===== src/hdl/sdram_macros.svh =====
`ifndef SDRAM_MACROS_SVH
`define SDRAM_MACROS_SVH

// ----------------------------------------
// Address split of the device
// ----------------------------------------
`define SDRAM_ADDR_W 26
`define ROW_W 12
`define BANK_W 2
`define COL_W 12
`define PAGE_W 14
`define BUS_ADDR_W 13
`define MASK_W 4

// A10 set selects all banks
`define PRCH_ALL_ADDR 13'h0400

// ----------------------------------------
// Command spacing
// ----------------------------------------
`define CNT_LOAD_REFRESH 4'd3
`define CNT_LOAD_ACTV 4'd12
`define CNT_LOAD_IDLE 4'd14
`define CNT_LOAD_RW 4'd11

`define ACTV_WAIT 3 // Done when top bit set

`endif


===== src/hdl/sdram_pkg.sv =====
`default_nettype none

`include "sdram_macros.svh"

package sdram_pkg;

  // Device command pins {RAS, CAS, WE}
  typedef enum logic [2:0] {
    MRST = 3'd0,
    ARSR = 3'd1,
    PRCH = 3'd2,
    ACTV = 3'd3,
    WRTE = 3'd4,
    READ = 3'd5,
    BTRM = 3'd6,
    NOOP = 3'd7
  } sdram_cmd_e;

  typedef union packed {
    struct packed {
      logic [`PAGE_W-1:0] tag; // Row and bank together
      logic [`COL_W-1:0]  col;
    } page;
    struct packed {
      logic [`ROW_W-1:0]  row;
      logic [`BANK_W-1:0] bank;
      logic [`COL_W-1:0]  col;
    } field;
  } sdram_addr_u;

endpackage

`default_nettype wire


===== src/hdl/page_req_if.sv =====
`timescale 1ns/1ps
`default_nettype none

`include "sdram_macros.svh"

interface page_req_if;
  import sdram_pkg::*;

  logic               rand_req;
  logic               rand_we;
  sdram_addr_u        rand_addr;
  logic [`MASK_W-1:0] rand_mask;
  logic               bulk_req;
  logic               bulk_we;
  sdram_addr_u        bulk_addr;
  logic [`MASK_W-1:0] bulk_mask;
  logic               rand_hit;
  logic               bulk_hit;
  logic               any_hit;

  modport src (output rand_req, rand_we, rand_addr, rand_mask,
               output bulk_req, bulk_we, bulk_addr, bulk_mask,
               output rand_hit, bulk_hit, any_hit);
  modport dst (input rand_req, rand_we, rand_addr, rand_mask,
               input bulk_req, bulk_we, bulk_addr, bulk_mask,
               input rand_hit, bulk_hit, any_hit);

endinterface

`default_nettype wire


===== src/hdl/bank_state_if.sv =====
`timescale 1ns/1ps
`default_nettype none

`include "sdram_macros.svh"

interface bank_state_if;
  import sdram_pkg::*;

  logic               issued;     // Decision, one cycle
  sdram_cmd_e         issued_cmd; // Command on the pins
  logic [`PAGE_W-1:0] page_current;
  logic               second_stroke;
  logic               page_active;
  logic               state_is_write;
  logic               state_is_readwrite;
  logic               refresh_due;
  logic               actv_done;
  logic               change_ok;

  modport issue (output issued, issued_cmd, page_current,
                 input second_stroke, page_active, state_is_write,
                 input state_is_readwrite, refresh_due, actv_done, change_ok);
  modport track (input issued, issued_cmd,
                 output second_stroke, page_active, state_is_write,
                 output state_is_readwrite, refresh_due, actv_done, change_ok);
  modport hit (input page_current, page_active, refresh_due);

endinterface

`default_nettype wire


===== src/hdl/page_hit_detect.sv =====
`timescale 1ns/1ps
`default_nettype none

`include "sdram_macros.svh"

module page_hit_detect (
  input wire                     INPUT_CLK,
  input wire                     RST,
  input wire                     rand_request,
  input wire                     rand_we,
  input wire [`SDRAM_ADDR_W-1:0] rand_address,
  input wire [`MASK_W-1:0]       rand_mask,
  input wire                     bulk_request,
  input wire                     bulk_we,
  input wire [`SDRAM_ADDR_W-1:0] bulk_address,
  input wire [`MASK_W-1:0]       bulk_mask,
  page_req_if.src                req,
  bank_state_if.hit              bstate
);
  import sdram_pkg::*;

  sdram_addr_u rand_live;
  sdram_addr_u bulk_live;
  logic        page_open;
  logic        rand_hit_w;
  logic        bulk_hit_w;

  assign rand_live = rand_address;
  assign bulk_live = bulk_address;

  // No hits while a refresh is owed
  assign page_open = bstate.page_active && !bstate.refresh_due;

  assign bulk_hit_w = bulk_request && page_open &&
                      (bulk_live.page.tag == bstate.page_current);

  // Random yields to any bulk request
  assign rand_hit_w = rand_request && !bulk_request && page_open &&
                      (rand_live.page.tag == bstate.page_current);

  // ----------------------------------------
  // Sampling stage
  // ----------------------------------------
  always_ff @(posedge INPUT_CLK)
  begin
    if (!RST)
    begin
      req.rand_req <= 1'b0;
      req.bulk_req <= 1'b0;
      req.rand_hit <= 1'b0;
      req.bulk_hit <= 1'b0;
      req.any_hit  <= 1'b0;
    end
    else
    begin
      req.rand_req <= rand_request;
      req.bulk_req <= bulk_request;
      req.rand_hit <= rand_hit_w;
      req.bulk_hit <= bulk_hit_w;
      req.any_hit  <= rand_hit_w || bulk_hit_w;
    end
  end

  always_ff @(posedge INPUT_CLK)
  begin
    req.rand_we   <= rand_we;
    req.rand_addr <= rand_address;
    req.rand_mask <= rand_mask;
    req.bulk_we   <= bulk_we;
    req.bulk_addr <= bulk_address;
    req.bulk_mask <= bulk_mask;
  end

  a_no_hit_on_refresh : assert property (@(posedge INPUT_CLK) disable iff (!RST)
    $past(bstate.refresh_due) |-> !(req.rand_hit || req.bulk_hit));

endmodule

`default_nettype wire


===== src/hdl/bank_state_tracker.sv =====
`timescale 1ns/1ps
`default_nettype none

`include "sdram_macros.svh"

module bank_state_tracker (
  input wire          INPUT_CLK,
  input wire          RST,
  input wire          refresh_strobe,
  bank_state_if.track bstate
);
  import sdram_pkg::*;

  logic                  refresh_ack;
  logic                  do_extra_pass; // Second lap after ARSR
  logic [3:0]            counter;
  logic [`ACTV_WAIT-1:0] actv_wait;
  logic                  norm_window;
  logic                  dlay_window;
  logic                  prch_delay;
  logic                  change_ok_w;

  assign bstate.actv_done = actv_wait[`ACTV_WAIT-1];

  // ----------------------------------------
  // Spacing windows
  // ----------------------------------------
  assign norm_window = (counter == 4'd13) || (counter == 4'd14);
  assign dlay_window = (counter == 4'd14) || (counter == 4'd15);

  // Write recovery before a precharge
  assign prch_delay = bstate.page_active && bstate.state_is_write;

  assign change_ok_w = bstate.second_stroke && !do_extra_pass &&
                       (prch_delay ? dlay_window : norm_window);

  always_ff @(posedge INPUT_CLK)
  begin
    if (!RST)
    begin
      bstate.second_stroke      <= 1'b1;
      bstate.page_active        <= 1'b0;
      bstate.state_is_write     <= 1'b0;
      bstate.state_is_readwrite <= 1'b0;
      bstate.refresh_due        <= 1'b0;
      bstate.change_ok          <= 1'b0;
      refresh_ack               <= 1'b0;
      do_extra_pass             <= 1'b0;
      counter                   <= `CNT_LOAD_IDLE;
      actv_wait                 <= '1;
    end
    else
    begin
      bstate.second_stroke <= !bstate.issued;
      bstate.refresh_due   <= refresh_ack ^ refresh_strobe;

      if (!bstate.second_stroke && (bstate.issued_cmd == ACTV))
        actv_wait <= '0;
      else if (!bstate.actv_done)
        actv_wait <= actv_wait + 1'b1;

      if (!bstate.second_stroke)
      begin
        if (bstate.issued_cmd == ACTV)
          bstate.page_active <= 1'b1;
        if (bstate.issued_cmd == PRCH)
          bstate.page_active <= 1'b0;

        if (bstate.issued_cmd == WRTE)
          bstate.state_is_write <= 1'b1;
        else if (bstate.issued_cmd != NOOP)
          bstate.state_is_write <= 1'b0;

        bstate.state_is_readwrite <= (bstate.issued_cmd == READ) ||
                                     (bstate.issued_cmd == WRTE);

        if (bstate.issued_cmd == ARSR)
        begin
          refresh_ack   <= refresh_strobe;
          do_extra_pass <= 1'b1;
        end

        case (bstate.issued_cmd)
          ARSR:    counter <= `CNT_LOAD_REFRESH;
          ACTV:    counter <= `CNT_LOAD_ACTV;
          NOOP:    counter <= `CNT_LOAD_IDLE;
          default: counter <= `CNT_LOAD_RW;
        endcase
      end
      else
      begin
        counter <= counter + {3'b000, !bstate.change_ok}; // Parks once open
        if (counter == 4'd0)
          do_extra_pass <= 1'b0;
      end

      if (bstate.issued)
        bstate.change_ok <= 1'b0;
      else
        bstate.change_ok <= change_ok_w;
    end
  end

  a_page_open_by_actv : assert property (@(posedge INPUT_CLK) disable iff (!RST)
    $rose(bstate.page_active) |-> $past(bstate.issued_cmd == ACTV));

endmodule

`default_nettype wire


===== src/hdl/command_issuer.sv =====
`timescale 1ns/1ps
`default_nettype none

`include "sdram_macros.svh"

module command_issuer (
  input wire                       INPUT_CLK,
  input wire                       RST,
  page_req_if.dst                  req,
  bank_state_if.issue              bstate,
  output sdram_pkg::sdram_cmd_e    cmd,
  output logic [`BUS_ADDR_W-1:0]   bus_address,
  output logic [`BANK_W-1:0]       bank,
  output logic [`MASK_W-1:0]       we_mask,
  output logic                     rand_grant,
  output logic                     bulk_grant
);
  import sdram_pkg::*;

  sdram_addr_u             sel_addr;
  sdram_cmd_e              cmd_rw;
  sdram_cmd_e              cmd_non_rw;
  sdram_cmd_e              cmd_next;
  logic                    write_match;
  logic                    issue_on_page;
  logic                    issue_override;
  logic                    issue_com;
  logic                    prch_now;
  logic [`BUS_ADDR_W-1:0]  addr_next;
  logic [`MASK_W-1:0]      mask_sel;

  // Bulk first
  assign sel_addr    = req.bulk_req ? req.bulk_addr : req.rand_addr;
  assign mask_sel    = req.bulk_req ? req.bulk_mask : req.rand_mask;
  assign write_match = req.bulk_req ? req.bulk_we : (req.rand_req && req.rand_we);

  // ----------------------------------------
  // Issue decision
  // ----------------------------------------
  assign issue_on_page = bstate.second_stroke && bstate.state_is_readwrite &&
                         (bstate.state_is_write == write_match);

  assign issue_override = bstate.second_stroke && bstate.change_ok &&
                          (req.rand_req || req.bulk_req || bstate.refresh_due);

  assign issue_com = (req.any_hit && issue_on_page) || issue_override;

  assign bstate.issued     = issue_com;
  assign bstate.issued_cmd = cmd;

  always_comb
  begin
    case ({bstate.page_active, bstate.refresh_due, bstate.actv_done})
      3'b101, 3'b111: cmd_non_rw = PRCH;
      3'b010, 3'b011: cmd_non_rw = ARSR;
      3'b000, 3'b001: cmd_non_rw = ACTV;
      default:        cmd_non_rw = NOOP; // Activate wait not over
    endcase
  end

  assign cmd_rw   = write_match ? WRTE : READ;
  assign cmd_next = req.any_hit ? cmd_rw : cmd_non_rw;

  // ----------------------------------------
  // Address mux
  // ----------------------------------------
  assign prch_now = bstate.page_active && !req.any_hit;

  assign addr_next = prch_now    ? `PRCH_ALL_ADDR :
                     req.any_hit ? {sel_addr.field.col, 1'b0} :
                     {sel_addr.field.row[11:10], 1'b0, sel_addr.field.row[9:0]};

  always_ff @(posedge INPUT_CLK)
  begin
    if (!RST)
    begin
      cmd                 <= NOOP;
      bus_address         <= `PRCH_ALL_ADDR;
      bank                <= '0;
      we_mask             <= '0;
      rand_grant          <= 1'b0;
      bulk_grant          <= 1'b0;
      bstate.page_current <= '0;
    end
    else
    begin
      cmd        <= issue_com ? cmd_next : NOOP;
      rand_grant <= issue_com && req.rand_hit;
      bulk_grant <= issue_com && req.bulk_hit;

      if (issue_com)
      begin
        bus_address <= addr_next;
        we_mask     <= mask_sel;
        if (!prch_now)
        begin
          bstate.page_current <= sel_addr.page.tag; // Unchanged on a hit
          bank                <= sel_addr.field.bank;
        end
      end
    end
  end

  a_grant_onehot : assert property (@(posedge INPUT_CLK) disable iff (!RST)
    !(rand_grant && bulk_grant));

endmodule

`default_nettype wire


===== src/hdl/sdram_ctrl.sv =====
`timescale 1ns/1ps
`default_nettype none

`include "sdram_macros.svh"

module sdram_ctrl (
  input wire                     INPUT_CLK,
  input wire                     RST,
  input wire                     refresh_strobe,
  // Random port
  input wire [`SDRAM_ADDR_W-1:0] rand_address,
  input wire                     rand_we,
  input wire                     rand_request,
  input wire [`MASK_W-1:0]       rand_mask,
  output logic                   rand_grant,
  // Bulk port
  input wire [`SDRAM_ADDR_W-1:0] bulk_address,
  input wire                     bulk_we,
  input wire                     bulk_request,
  input wire [`MASK_W-1:0]       bulk_mask,
  output logic                   bulk_grant,
  // Device side
  output sdram_pkg::sdram_cmd_e  cmd,
  output logic [`BUS_ADDR_W-1:0] bus_address,
  output logic [`BANK_W-1:0]     bank,
  output logic [`MASK_W-1:0]     we_mask
);

  page_req_if   i_page_req ();
  bank_state_if i_bank_state ();

  page_hit_detect i_page_hit_detect (
    .INPUT_CLK    (INPUT_CLK),
    .RST          (RST),
    .rand_request (rand_request),
    .rand_we      (rand_we),
    .rand_address (rand_address),
    .rand_mask    (rand_mask),
    .bulk_request (bulk_request),
    .bulk_we      (bulk_we),
    .bulk_address (bulk_address),
    .bulk_mask    (bulk_mask),
    .req          (i_page_req.src),
    .bstate       (i_bank_state.hit)
  );

  bank_state_tracker i_bank_state_tracker (
    .INPUT_CLK      (INPUT_CLK),
    .RST            (RST),
    .refresh_strobe (refresh_strobe),
    .bstate         (i_bank_state.track)
  );

  command_issuer i_command_issuer (
    .INPUT_CLK   (INPUT_CLK),
    .RST         (RST),
    .req         (i_page_req.dst),
    .bstate      (i_bank_state.issue),
    .cmd         (cmd),
    .bus_address (bus_address),
    .bank        (bank),
    .we_mask     (we_mask),
    .rand_grant  (rand_grant),
    .bulk_grant  (bulk_grant)
  );

endmodule

`default_nettype wire


===== config.mk =====
export PLATFORM = sky130hd
export DESIGN_NAME = sdram_ctrl
export DESIGN_NICKNAME = d
export VERILOG_FILES = /design/src/hdl/sdram_pkg.sv /design/src/hdl/page_req_if.sv /design/src/hdl/bank_state_if.sv /design/src/hdl/page_hit_detect.sv /design/src/hdl/bank_state_tracker.sv /design/src/hdl/command_issuer.sv /design/src/hdl/sdram_ctrl.sv
export VERILOG_INCLUDE_DIRS = /design/src /design/src/hdl
export SDC_FILE = /design/constraint.sdc
export NUM_CORES = 1
export LEC_CHECK = 0
export BUFFER_PORTS_ARGS = -buffer_cell sky130_fd_sc_hd__buf_2
export CELL_PAD_IN_SITES_DETAIL_PLACEMENT = 1
export CELL_PAD_IN_SITES_GLOBAL_PLACEMENT = 1
export CORE_MARGIN = 2
export CORE_UTILIZATION = 42
export CTS_CLUSTER_DIAMETER = 120
export CTS_CLUSTER_SIZE = 14
export DETAILED_ROUTE_END_ITERATION = 7
export PLACE_DENSITY_LB_ADDON = 0.12
export SLEW_MARGIN = 20
export SYNTH_ARGS = -nofsm -noshare
export SYNTH_HDL_FRONTEND = slang
export SYNTH_SLANG_ARGS = --single-unit

===== constraint.sdc =====
create_clock -name INPUT_CLK -period 2.5 [get_ports INPUT_CLK]
set_clock_uncertainty 0.2 [all_clocks]
set_input_delay 0.5 -clock INPUT_CLK [delete_from_list [all_inputs] [get_ports INPUT_CLK]]
set_output_delay 0.5 -clock INPUT_CLK [all_outputs]
set_load 0.02 [all_outputs]

==> results of run 1 <==
-- timing repair --
item / CTS / global route
endpoints found under the hold margin: 63 / 0
gates resized for setup: 0 / 0
hold buffers: 63 / 0
endpoints found under the setup margin: 0 / 0
-- Yosys cell counts, types with 2 or more instances --
cell / number / area, um^2
dfxtp_1: 118 / 2360
nand2_1: 22 / 82.6
xor2_1: 19 / 166
mux2i_1: 16 / 160
o221a_2: 14 / 158
xnor2_1: 14 / 123
a32o_1: 11 / 110
mux4_2: 11 / 248
o21ai_0: 10 / 50.1
clkbuf_1: 9 / 33.8
buf_2: 8 / 40.0
and2_1: 7 / 43.8
inv_1: 6 / 22.5
a22o_1: 5 / 43.8
mux2_2: 5 / 56.3
nor4_1: 5 / 31.3
nand4_1: 4 / 25.0
nor2_1: 4 / 15.0
nor2b_1: 4 / 25.0
a21oi_1: 3 / 15.0
and3_1: 3 / 18.8
buf_4: 3 / 22.5
ha_1: 3 / 37.5
nand2b_1: 3 / 18.8
nor3_1: 3 / 15.0
a21boi_0: 2 / 15.0
a21o_1: 2 / 15.0
and4b_1: 2 / 20.0
nand3_1: 2 / 10.0
nor4b_4: 2 / 47.6
o21a_1: 2 / 15.0
-- through the flow --
| step | cells | hold slack (ns) | setup WS (ns) | power (uW) | util, % |
|---|---|---|---|---|---|
| 2_1_floorplan | 332 | 0.206 | 0.569 | 2760 | - |
| 3_3_place_gp | 544 | 0.217 | 0.391 | 2990 | 48.9 |
| 3_5_place_dp | 544 | 0.222 | 0.317 | 3010 | 48.9 |
| 4_1_cts | 638 | 0.0354 | 0.292 | 5560 | 61.6 |
| 5_1_grt | 638 | 0.0396 | 0.248 | 5770 | 61.6 |
| 6_report | 638 | 0.0540 | 0.301 | 5520 | 61.6 |
-- power breakdown --
part / leakage [uW] / internal, uW / switching, uW / total [uW]
clock: 0.000297 / 1650 / 808 / 2460
sequential: 0.000980 / 2080 / 152 / 2230
combinational: 0.00133 / 439 / 390 / 830
-- state kept, by name (all words and copies together), names as in the netlist, 3 cells and up --
signal,flops
i_command_issuer.we_mask,4
i_page_hit_detect.req.rand_addr,26
i_command_issuer.bstate.page_current,13
i_page_hit_detect.req.bulk_addr,26
i_page_hit_detect.req.rand_mask,4
i_page_hit_detect.req.bulk_mask,4
i_command_issuer.bus_address,13
i_command_issuer.bstate.issued_cmd,3
i_bank_state_tracker.counter,4
i_bank_state_tracker.actv_wait,3
-- worst max-delay path, stage by stage, from the launching register on --
cell,delay [ns]
dfxtp_2,0.36
and3b_4,0.23
o211a_4,0.25
nor3_2,0.76
o221a_2,0.34
-- final timing paths --
check / start / end / slack (ns)
setup / recovery: i_page_hit_detect.req.bulk_req / i_command_issuer.bstate.page_current[7] / 0.30
hold / removal: rand_request / i_page_hit_detect.req.rand_req / 0.05
hold reg to reg: i_page_hit_detect.req.bulk_hit / i_command_issuer.bulk_grant / 0.23
setup reg to reg: i_page_hit_detect.req.bulk_req / i_command_issuer.bstate.page_current[7] / 0.30
-- per-layer routing --
layer	share of wire [%]	up-vias	track usage (%)
met2	49	81	36.2
met3	5.0	12	7.12
met5	0	-	0
li1	-	1521	-
met1	45	1579	26.9
met4	0.99	0	5.77
-- area by class of cell --
cell class	count	share of cell area, %
Clock buffer	21	7.53
Clock inverter	10	2.56
Inverter	6	0.377
Multi-Input combinational cell	187	27.8
Sequential cell	118	39.6
Tap cell	133	2.79
Timing Repair Buffer	163	19.4
-- cells by family (layout without fill, tap and decap cells) --
| family | after synthesis | in the layout |
|---|---|---|
| compound gates | 55 | 55 |
| xor+xnor | 33 | 33 |
| fa+ha+maj | 3 | 3 |
| buf+inv | 27 | 200 |
| flops | 118 | 118 |
| mux | 32 | 32 |
| simple gates | 64 | 64 |
==> results.ini, run 1 <==
[yosys]
synthSimpleGateAreaFrac_pct=9.26
synth_cell_types=41
postSynth.asyncResetShare_pct=0
syn_avg_cell_area_um2=12.5
synth_edf_count=0
synthAdderAreaFrac_pct=0.904
synth-compound-area-share_pct=11.6
syn_inst=332
synth_top_family_by_area=compound AO/OA/AOI/OAI gates
ys_ff_latch=118
seq_area_frac_synth_pct=56.9
synth_mux_area_share_pct=11.2
yosys_warnings=0
netlist_area_um2=4150
synth-main-ff-cell=dfxtp_1
synth_fp_nets=402
synth_xor_area_share_pct=6.96

[cts]
numCtsBuffers=17
cts_tree=done
root_buffer=clkbuf_8
cts_setup_buffers=0
cts_buffer_depth=2
cts_max_level=4
clkLatencyLatePin_ns=0.50
clock_sinks=118
clk_pin_slew_ns=0.06

[setup_path]
r2r_cells=4
critPathKind=reg2reg
crit_fanout=14
cp_data_required_time_ns=2.75
crit_arrival_ns=2.45
cp-end-kind=flip-flop
cp-start-kind=flip-flop

[hold_path]
hold_class=in2reg
whs_path_depth=2

[placed_design]
place_congestion=0.722
placed_area_um2=4740
io_buffer_count=90
dp_hpwl_mm=6.75

[job]
cap_viol_max_count=0

[final_layout]
layout-drive-gt1-share_pct=32.7
multiInputGateArea_um2=1660
regArea_um2=2360
finish.net_count=563
diodes=0
design_area_um2=5970
final_common_cell=dfxtp_1
final_cell_mix=117 x dfxtp_1, 90 x buf_2, 63 x dlygate4sd3_1
fillers=994
areaGrowthSynthToFinish_pct=43.8

[global_route]
grt_pass1_vias=3406
grtUsageTotal_pct=21.6
grt_pass1_wl_mm=17.2
antenna_found_initial=0
grt_max_degree=32
overflow=0

[sta]
rsz0062_at_grt=no
fmax_mhz=455
fin_crit_ns=2.20
worst_pin_slew_ns=0.952
slew_viol_final=0
setup_viol=0
period_share_pct=88.0
slew_headroom_pct=36.2
report.final.hold_viol_count=0
finalSetupTns_ns=0

[detailed_routing]
drt-wirelength-per-cell_um=17.1
postRouteAntennaNets=0
drc_errors=0
routed_wl_mm=10.9
vias=3193
viasPerCell=5.00
drt_iter0_drc=86
dr.pass1.iters=4

[run_status]
status=finished clean

[die]
rows=36
fp.dieW_um=103
die_h_um=103
die-area_um2=10700
coreArea_um2=9680
initial_core_util_pct=42.9
io_pins=91

[power_and_ir_drop]
p_leak_uw=0.00261
vdd_drop_max_v=0.000421
powerDensity_nw_per_um2=926

Note: power is estimated with default switching activity, not from simulation.
==> run 2, diff against run 1 <==
--- a/config.mk
+++ b/config.mk
@@ -9,7 +9,7 @@
 export BUFFER_PORTS_ARGS = -buffer_cell sky130_fd_sc_hd__buf_2
 export CELL_PAD_IN_SITES_DETAIL_PLACEMENT = 1
 export CELL_PAD_IN_SITES_GLOBAL_PLACEMENT = 1
-export CORE_MARGIN = 2
+export CORE_MARGIN = 5
 export CORE_UTILIZATION = 42
 export CTS_CLUSTER_DIAMETER = 120
 export CTS_CLUSTER_SIZE = 14
==> run 2 against run 1 <==
Clock power up 7%. Register-to-register slack worse by 0.08 ns. Non-clock buffer count increased by 1. Critical path depth did not move. Combinational power is 3.1% higher. Sequential power about the same. Cell area increased by 0.78%. First-iteration DRC count increased by 44%. Utilization grew 0.48 points. Final cell count grew 0.47%. Routed wire length is 19% higher. Critical endpoint is now i_command_issuer.bstate.page_current[6]. Highest routed layer unchanged.
==> results.ini, run 2 (synthesis results as in run 1) <==
[run_status]
status=finished clean

[setup_path]
path_cells=and3b_4 -> o211a_4 -> nor3_2 -> o221a_2
cp_data_required_time_ns=2.76  ; about the same
r2r_cells=4  ; unchanged
critPathTopFamily=simple AND/OR/NAND/NOR gates
slowest_delay_ns=0.79  ; +0.03 ns
r2r_slack_ns=0.22  ; -0.08 ns
cp-start-kind=flip-flop
critPathKind=reg2reg
cp-end-kind=flip-flop
critPathSlowestCell=nor3_2
crit_cells=4  ; unchanged
crit_arrival_ns=2.54  ; +0.09 ns
r2r-start=i_page_hit_detect.req.bulk_req
crit_fanout=14  ; unchanged
critPathBufInv=0  ; unchanged
r2r_end=i_command_issuer.bstate.page_current[6]

[die]
initial_core_util_pct=42.9  ; unchanged
fp.dieW_um=109  ; +5.8%
io_pins=91  ; unchanged
die-area_um2=12000  ; +12%
coreArea_um2=9680  ; unchanged
rows=36  ; unchanged
die_h_um=109  ; +5.8%

[detailed_routing]
postRouteAntennaNets=0  ; unchanged
vias=3250  ; +1.8%
routed_wl_mm=13.0  ; +19%
drc_errors=0  ; unchanged
viasPerCell=5.07  ; +1.3%
drt_iter0_drc=124  ; +44%
drt-wirelength-per-cell_um=20.3  ; +18%
dr.pass1.iters=4  ; unchanged

[global_route]
grt_pass1_vias=3647  ; +7.1%
grtUsageTotal_pct=23.2  ; +1.6 points
overflow=0  ; unchanged
antenna_found_initial=2  ; +2
grt_max_degree=27  ; -16%
grt_pass1_wl_mm=20.2  ; +18%

[cts]
root_buffer=clkbuf_8
clock_sinks=118  ; unchanged
cts_setup_buffers=0  ; unchanged
cts_tree=done
clkLatencyLatePin_ns=0.52  ; +0.02 ns
clk_pin_slew_ns=0.06  ; about the same
post_cts_resized=0  ; unchanged
cts_buffer_depth=2  ; unchanged
cts_max_level=4  ; unchanged
numCtsBuffers=17  ; unchanged

[final_layout]
areaGrowthSynthToFinish_pct=44.9
final_cell_mix=117 x dfxtp_1, 90 x buf_2, 63 x dlygate4sd3_1
layout-drive-gt1-share_pct=32.8  ; +0.13 points
finish.net_count=564  ; +0.18%
largestRegisters=i_page_hit_detect.req.bulk_addr x26, i_page_hit_detect.req.rand_addr x26
final_common_cell=dfxtp_1
design_area_um2=6010  ; +0.78%

[sta]
fmax_mhz=439  ; -3.5%
report.final.hold_viol_count=0  ; unchanged
slew_viol_final=0  ; unchanged
fin_crit_ns=2.28  ; +0.0806 ns
period_share_pct=91.2  ; +3.2 points
finalSetupTns_ns=0  ; unchanged
rsz0062_at_grt=no
setup_viol=0  ; unchanged
slew_headroom_pct=33.3  ; -2.9 points
worst_pin_slew_ns=0.995  ; +0.0430 ns
whs_ns=0.0439  ; -0.0101 ns

[placed_design]
placed_area_um2=4740  ; +0.16%
dp_hpwl_mm=7.13  ; +5.6%
io_buffer_count=90  ; unchanged
place_congestion=0.742  ; +2.7%

[hold_path]
hold_class=in2reg
worstHoldStart=rand_request
whs_path_depth=2  ; unchanged
hold_path_end=i_page_hit_detect.req.rand_req

[power_and_ir_drop]
p_leak_uw=0.00263  ; +0.70%
vdd_drop_max_v=0.000464  ; +10%
powerDensity_nw_per_um2=954  ; +3.1%

[job]
cap_viol_max_count=0  ; unchanged

==> run 2: worst max-delay path by stage <==
stage	from	end
after floorplan	i_page_hit_detect.req.bulk_req	i_command_issuer.bank[0]
after global placement	i_page_hit_detect.req.bulk_req	i_command_issuer.bstate.page_current[9]
after detailed placement	i_page_hit_detect.req.bulk_req	i_command_issuer.bstate.page_current[5]
after CTS	i_page_hit_detect.req.bulk_req	i_command_issuer.bstate.page_current[6]
after global routing	i_page_hit_detect.req.bulk_req	i_command_issuer.bstate.page_current[6]
final	i_page_hit_detect.req.bulk_req	i_command_issuer.bstate.page_current[6]
==> run 2: what timing repair did <==
item                       CTS  global route
hold buffers                63             0
hold endpoints to repair    63             0
setup endpoints to repair    0             0
==> run 2: cell type report <==
| class | count | area (um^2) |
|---|---|---|
| repair buffers | 164 | 1160 |
| diodes | 2 | 5.00 |
| clock buffers | 22 | 463 |
| multi-input cells | 187 | 1660 |
| flip-flops and latches | 118 | 2360 |
| clock inverters | 9 | 173 |
| well taps | 133 | 166 |
| fillers | 989 | 3670 |
| inverters | 6 | 22.5 |
==> run 2: power breakdown <==
part	switching [uW]	total [uW]	internal, uW
logic	415	856	441
registers	161	2240	2080
clock network	856	2640	1790
==> run 2: layer usage <==
| metal | global-route usage [%] | vias to the layer above | share of wire, % |
|---|---|---|---|
| met4 | 11.5 | 0 | 2.7 |
| met1 | 25.9 | 1591 | 39 |
| met2 | 40.0 | 104 | 53 |
| met3 | 7.16 | 22 | 5.5 |
| li1 | - | 1533 | - |
| met5 | 0 | - | 0 |
==> run 2: per-stage QoR <==
stage	util, %	instances	setup slack, ns	power (uW)
2_1_floorplan	-	332	0.569	2760
3_3_place_gp	49.0	545	0.366	3000
3_5_place_dp	49.0	545	0.342	3010
4_1_cts	62.1	639	0.285	5750
5_1_grt	62.1	641	0.154	5980
6_report	62.1	641	0.220	5740
==> run 3, diff against run 2 <==
--- a/config.mk
+++ b/config.mk
@@ -14,7 +14,7 @@
 export CTS_CLUSTER_DIAMETER = 120
 export CTS_CLUSTER_SIZE = 14
 export DETAILED_ROUTE_END_ITERATION = 7
-export PLACE_DENSITY_LB_ADDON = 0.12
+export PLACE_DENSITY_LB_ADDON = 0.1
 export SLEW_MARGIN = 20
 export SYNTH_ARGS = -nofsm -noshare
 export SYNTH_HDL_FRONTEND = slang
==> run 3 against run 2 <==
Clock power about the same. Routed wire length decreased by 11%. Combinational power decreased by 2%. Largest cell class unchanged. Highest routed layer unchanged. Worst hold slack got worse by 0.0018 ns.
==> results.ini, run 3 (synthesis results as in run 1) <==
[run_status]
status=finished clean

[detailed_routing]
viasPerCell=4.96  ; -2.2%
dr.pass1.iters=4  ; unchanged
routed_wl_mm=11.6  ; -11%
drc_errors=0  ; unchanged
postRouteAntennaNets=0  ; unchanged
vias=3168  ; -2.5%
drt-wirelength-per-cell_um=18.2  ; -10%
drt_iter0_drc=124  ; unchanged

[job]
cap_viol_max_count=0  ; unchanged

[final_layout]
diodes=0  ; -2
final_core_util_pct=62.1  ; about the same
final_common_cell=dfxtp_1
largestRegisters=i_page_hit_detect.req.bulk_addr x26, i_page_hit_detect.req.rand_addr x26
layout-drive-gt1-share_pct=32.4  ; -0.40 points
final_cell_mix=117 x dfxtp_1, 90 x buf_2, 63 x dlygate4sd3_1
finish.net_count=563  ; -0.18%
areaGrowthSynthToFinish_pct=44.8  ; about the same

[global_route]
antenna_found_initial=0  ; -2
grt_max_degree=32  ; +19%
grt_pass1_wl_mm=18.6  ; -8.2%
grt_pass1_vias=3500  ; -4.0%
busiest_layer=met2
grt_util_met2_pct=36.4  ; -3.6 points
overflow=0  ; unchanged
grtUsageTotal_pct=21.0  ; -2.3 points
use_met1_pct=24.8  ; -1.1 points
grt_util_met3_pct=6.22  ; -0.94 points

[placed_design]
dp_hpwl_mm=7.29  ; +2.2%
place_congestion=0.754  ; +1.6%
io_buffer_count=90  ; unchanged

[cts]
clkLatencyLatePin_ns=0.51  ; about the same
root_buffer=clkbuf_8
cts_max_level=4  ; unchanged
clock_sinks=118  ; unchanged
clk_pin_slew_ns=0.06  ; about the same
numCtsBuffers=17  ; unchanged
cts_buffer_depth=2  ; unchanged
post_cts_resized=0  ; unchanged
cts_tree=done

[power_and_ir_drop]
p_leak_uw=0.00263  ; about the same
p_total_uw=5720  ; -0.44%
vdd_drop_max_v=0.000815  ; +76%
powerDensity_nw_per_um2=951  ; -0.36%

[die]
io_pins=91  ; unchanged
die_h_um=109  ; unchanged
fp.dieW_um=109  ; unchanged
initial_core_util_pct=42.9  ; unchanged
rows=36  ; unchanged
die-area_um2=12000  ; unchanged
coreArea_um2=9680  ; unchanged

[setup_path]
cp-start-kind=flip-flop
crit_arrival_ns=2.40  ; -0.14 ns
cp_data_required_time_ns=2.75  ; about the same
crit_fanout=14  ; unchanged
critPathKind=reg2reg
cp-end-kind=flip-flop

[sta]
finalSetupTns_ns=0  ; unchanged
fmax_mhz=465  ; +5.9%
period_share_pct=86.1  ; -5.1 points
slew_viol_final=0  ; unchanged
rsz0062_at_grt=no
report.final.hold_viol_count=0  ; unchanged
slew_headroom_pct=39.6  ; +6.3 points
fin_crit_ns=2.15  ; -0.127 ns
worst_pin_slew_ns=0.901  ; -0.0936 ns
setup_viol=0  ; unchanged

[hold_path]
hold_class=in2reg

## run 3: changes by cell type in the layout (fill, tap and decap cells not counted)
cell	previous run	this run
bufinv_16	5	6
buf_4	11	10
clkbuf_8	4	2
clkinv_2	3	4
clkinvlp_4	1	0
diode_2	2	0
clkbuf_1	2	4
## run 3: worst max-delay path, stage by stage (launching register included)
cell     delay, ns
dfxtp_2       0.35
and3b_4       0.23
o211a_4       0.25
nor3_2        0.73
o221a_2       0.34
## run 3: power breakdown
part	internal, uW	switching, uW
Combinational	440	404
Sequential	2080	150
Clock	1840	805
## run 3: stage by stage
stage	cells	cell area (um^2)	hold slack, ns	worst slack, ns
3_3_place_gp	544	4740	0.215	0.362
2_1_floorplan	332	4150	0.206	0.569
5_1_grt	639	6010	0.0214	0.236
6_report	639	6010	0.0421	0.347
3_5_place_dp	544	4740	0.221	0.334
4_1_cts	639	6010	0.0191	0.316
## run 3: layout make-up
class,instances,area (um^2)
clock buffers,22,443
repair buffers,163,1160
fillers,992,3670
flip-flops and latches,118,2360
multi-input cells,187,1660
inverters,6,22.5
well taps,133,166
clock inverters,10,200
## run 3: repair_timing
action | CTS | global route
hold endpoints to repair | 63 | 0
setup buffers | 0 | 0
hold buffers | 63 | 0
## run 3: final timing paths
check	startpoint	to	slack, ns	cells after the start
setup / recovery	i_page_hit_detect.req.bulk_req	i_command_issuer.bstate.page_current[7]	0.35	4
setup reg to reg	i_page_hit_detect.req.bulk_req	i_command_issuer.bstate.page_current[7]	0.35	4
hold / removal	rand_request	i_page_hit_detect.req.rand_req	0.04	2
hold reg to reg	i_page_hit_detect.req.rand_hit	i_command_issuer.rand_grant	0.23	1
## run 3: routing by layer
layer | wire, um | part of all wire [%]
met1 | 4980 | 43
met2 | 5940 | 51
met3 | 543 | 4.7
met4 | 162 | 1.4
met5 | 0 | 0
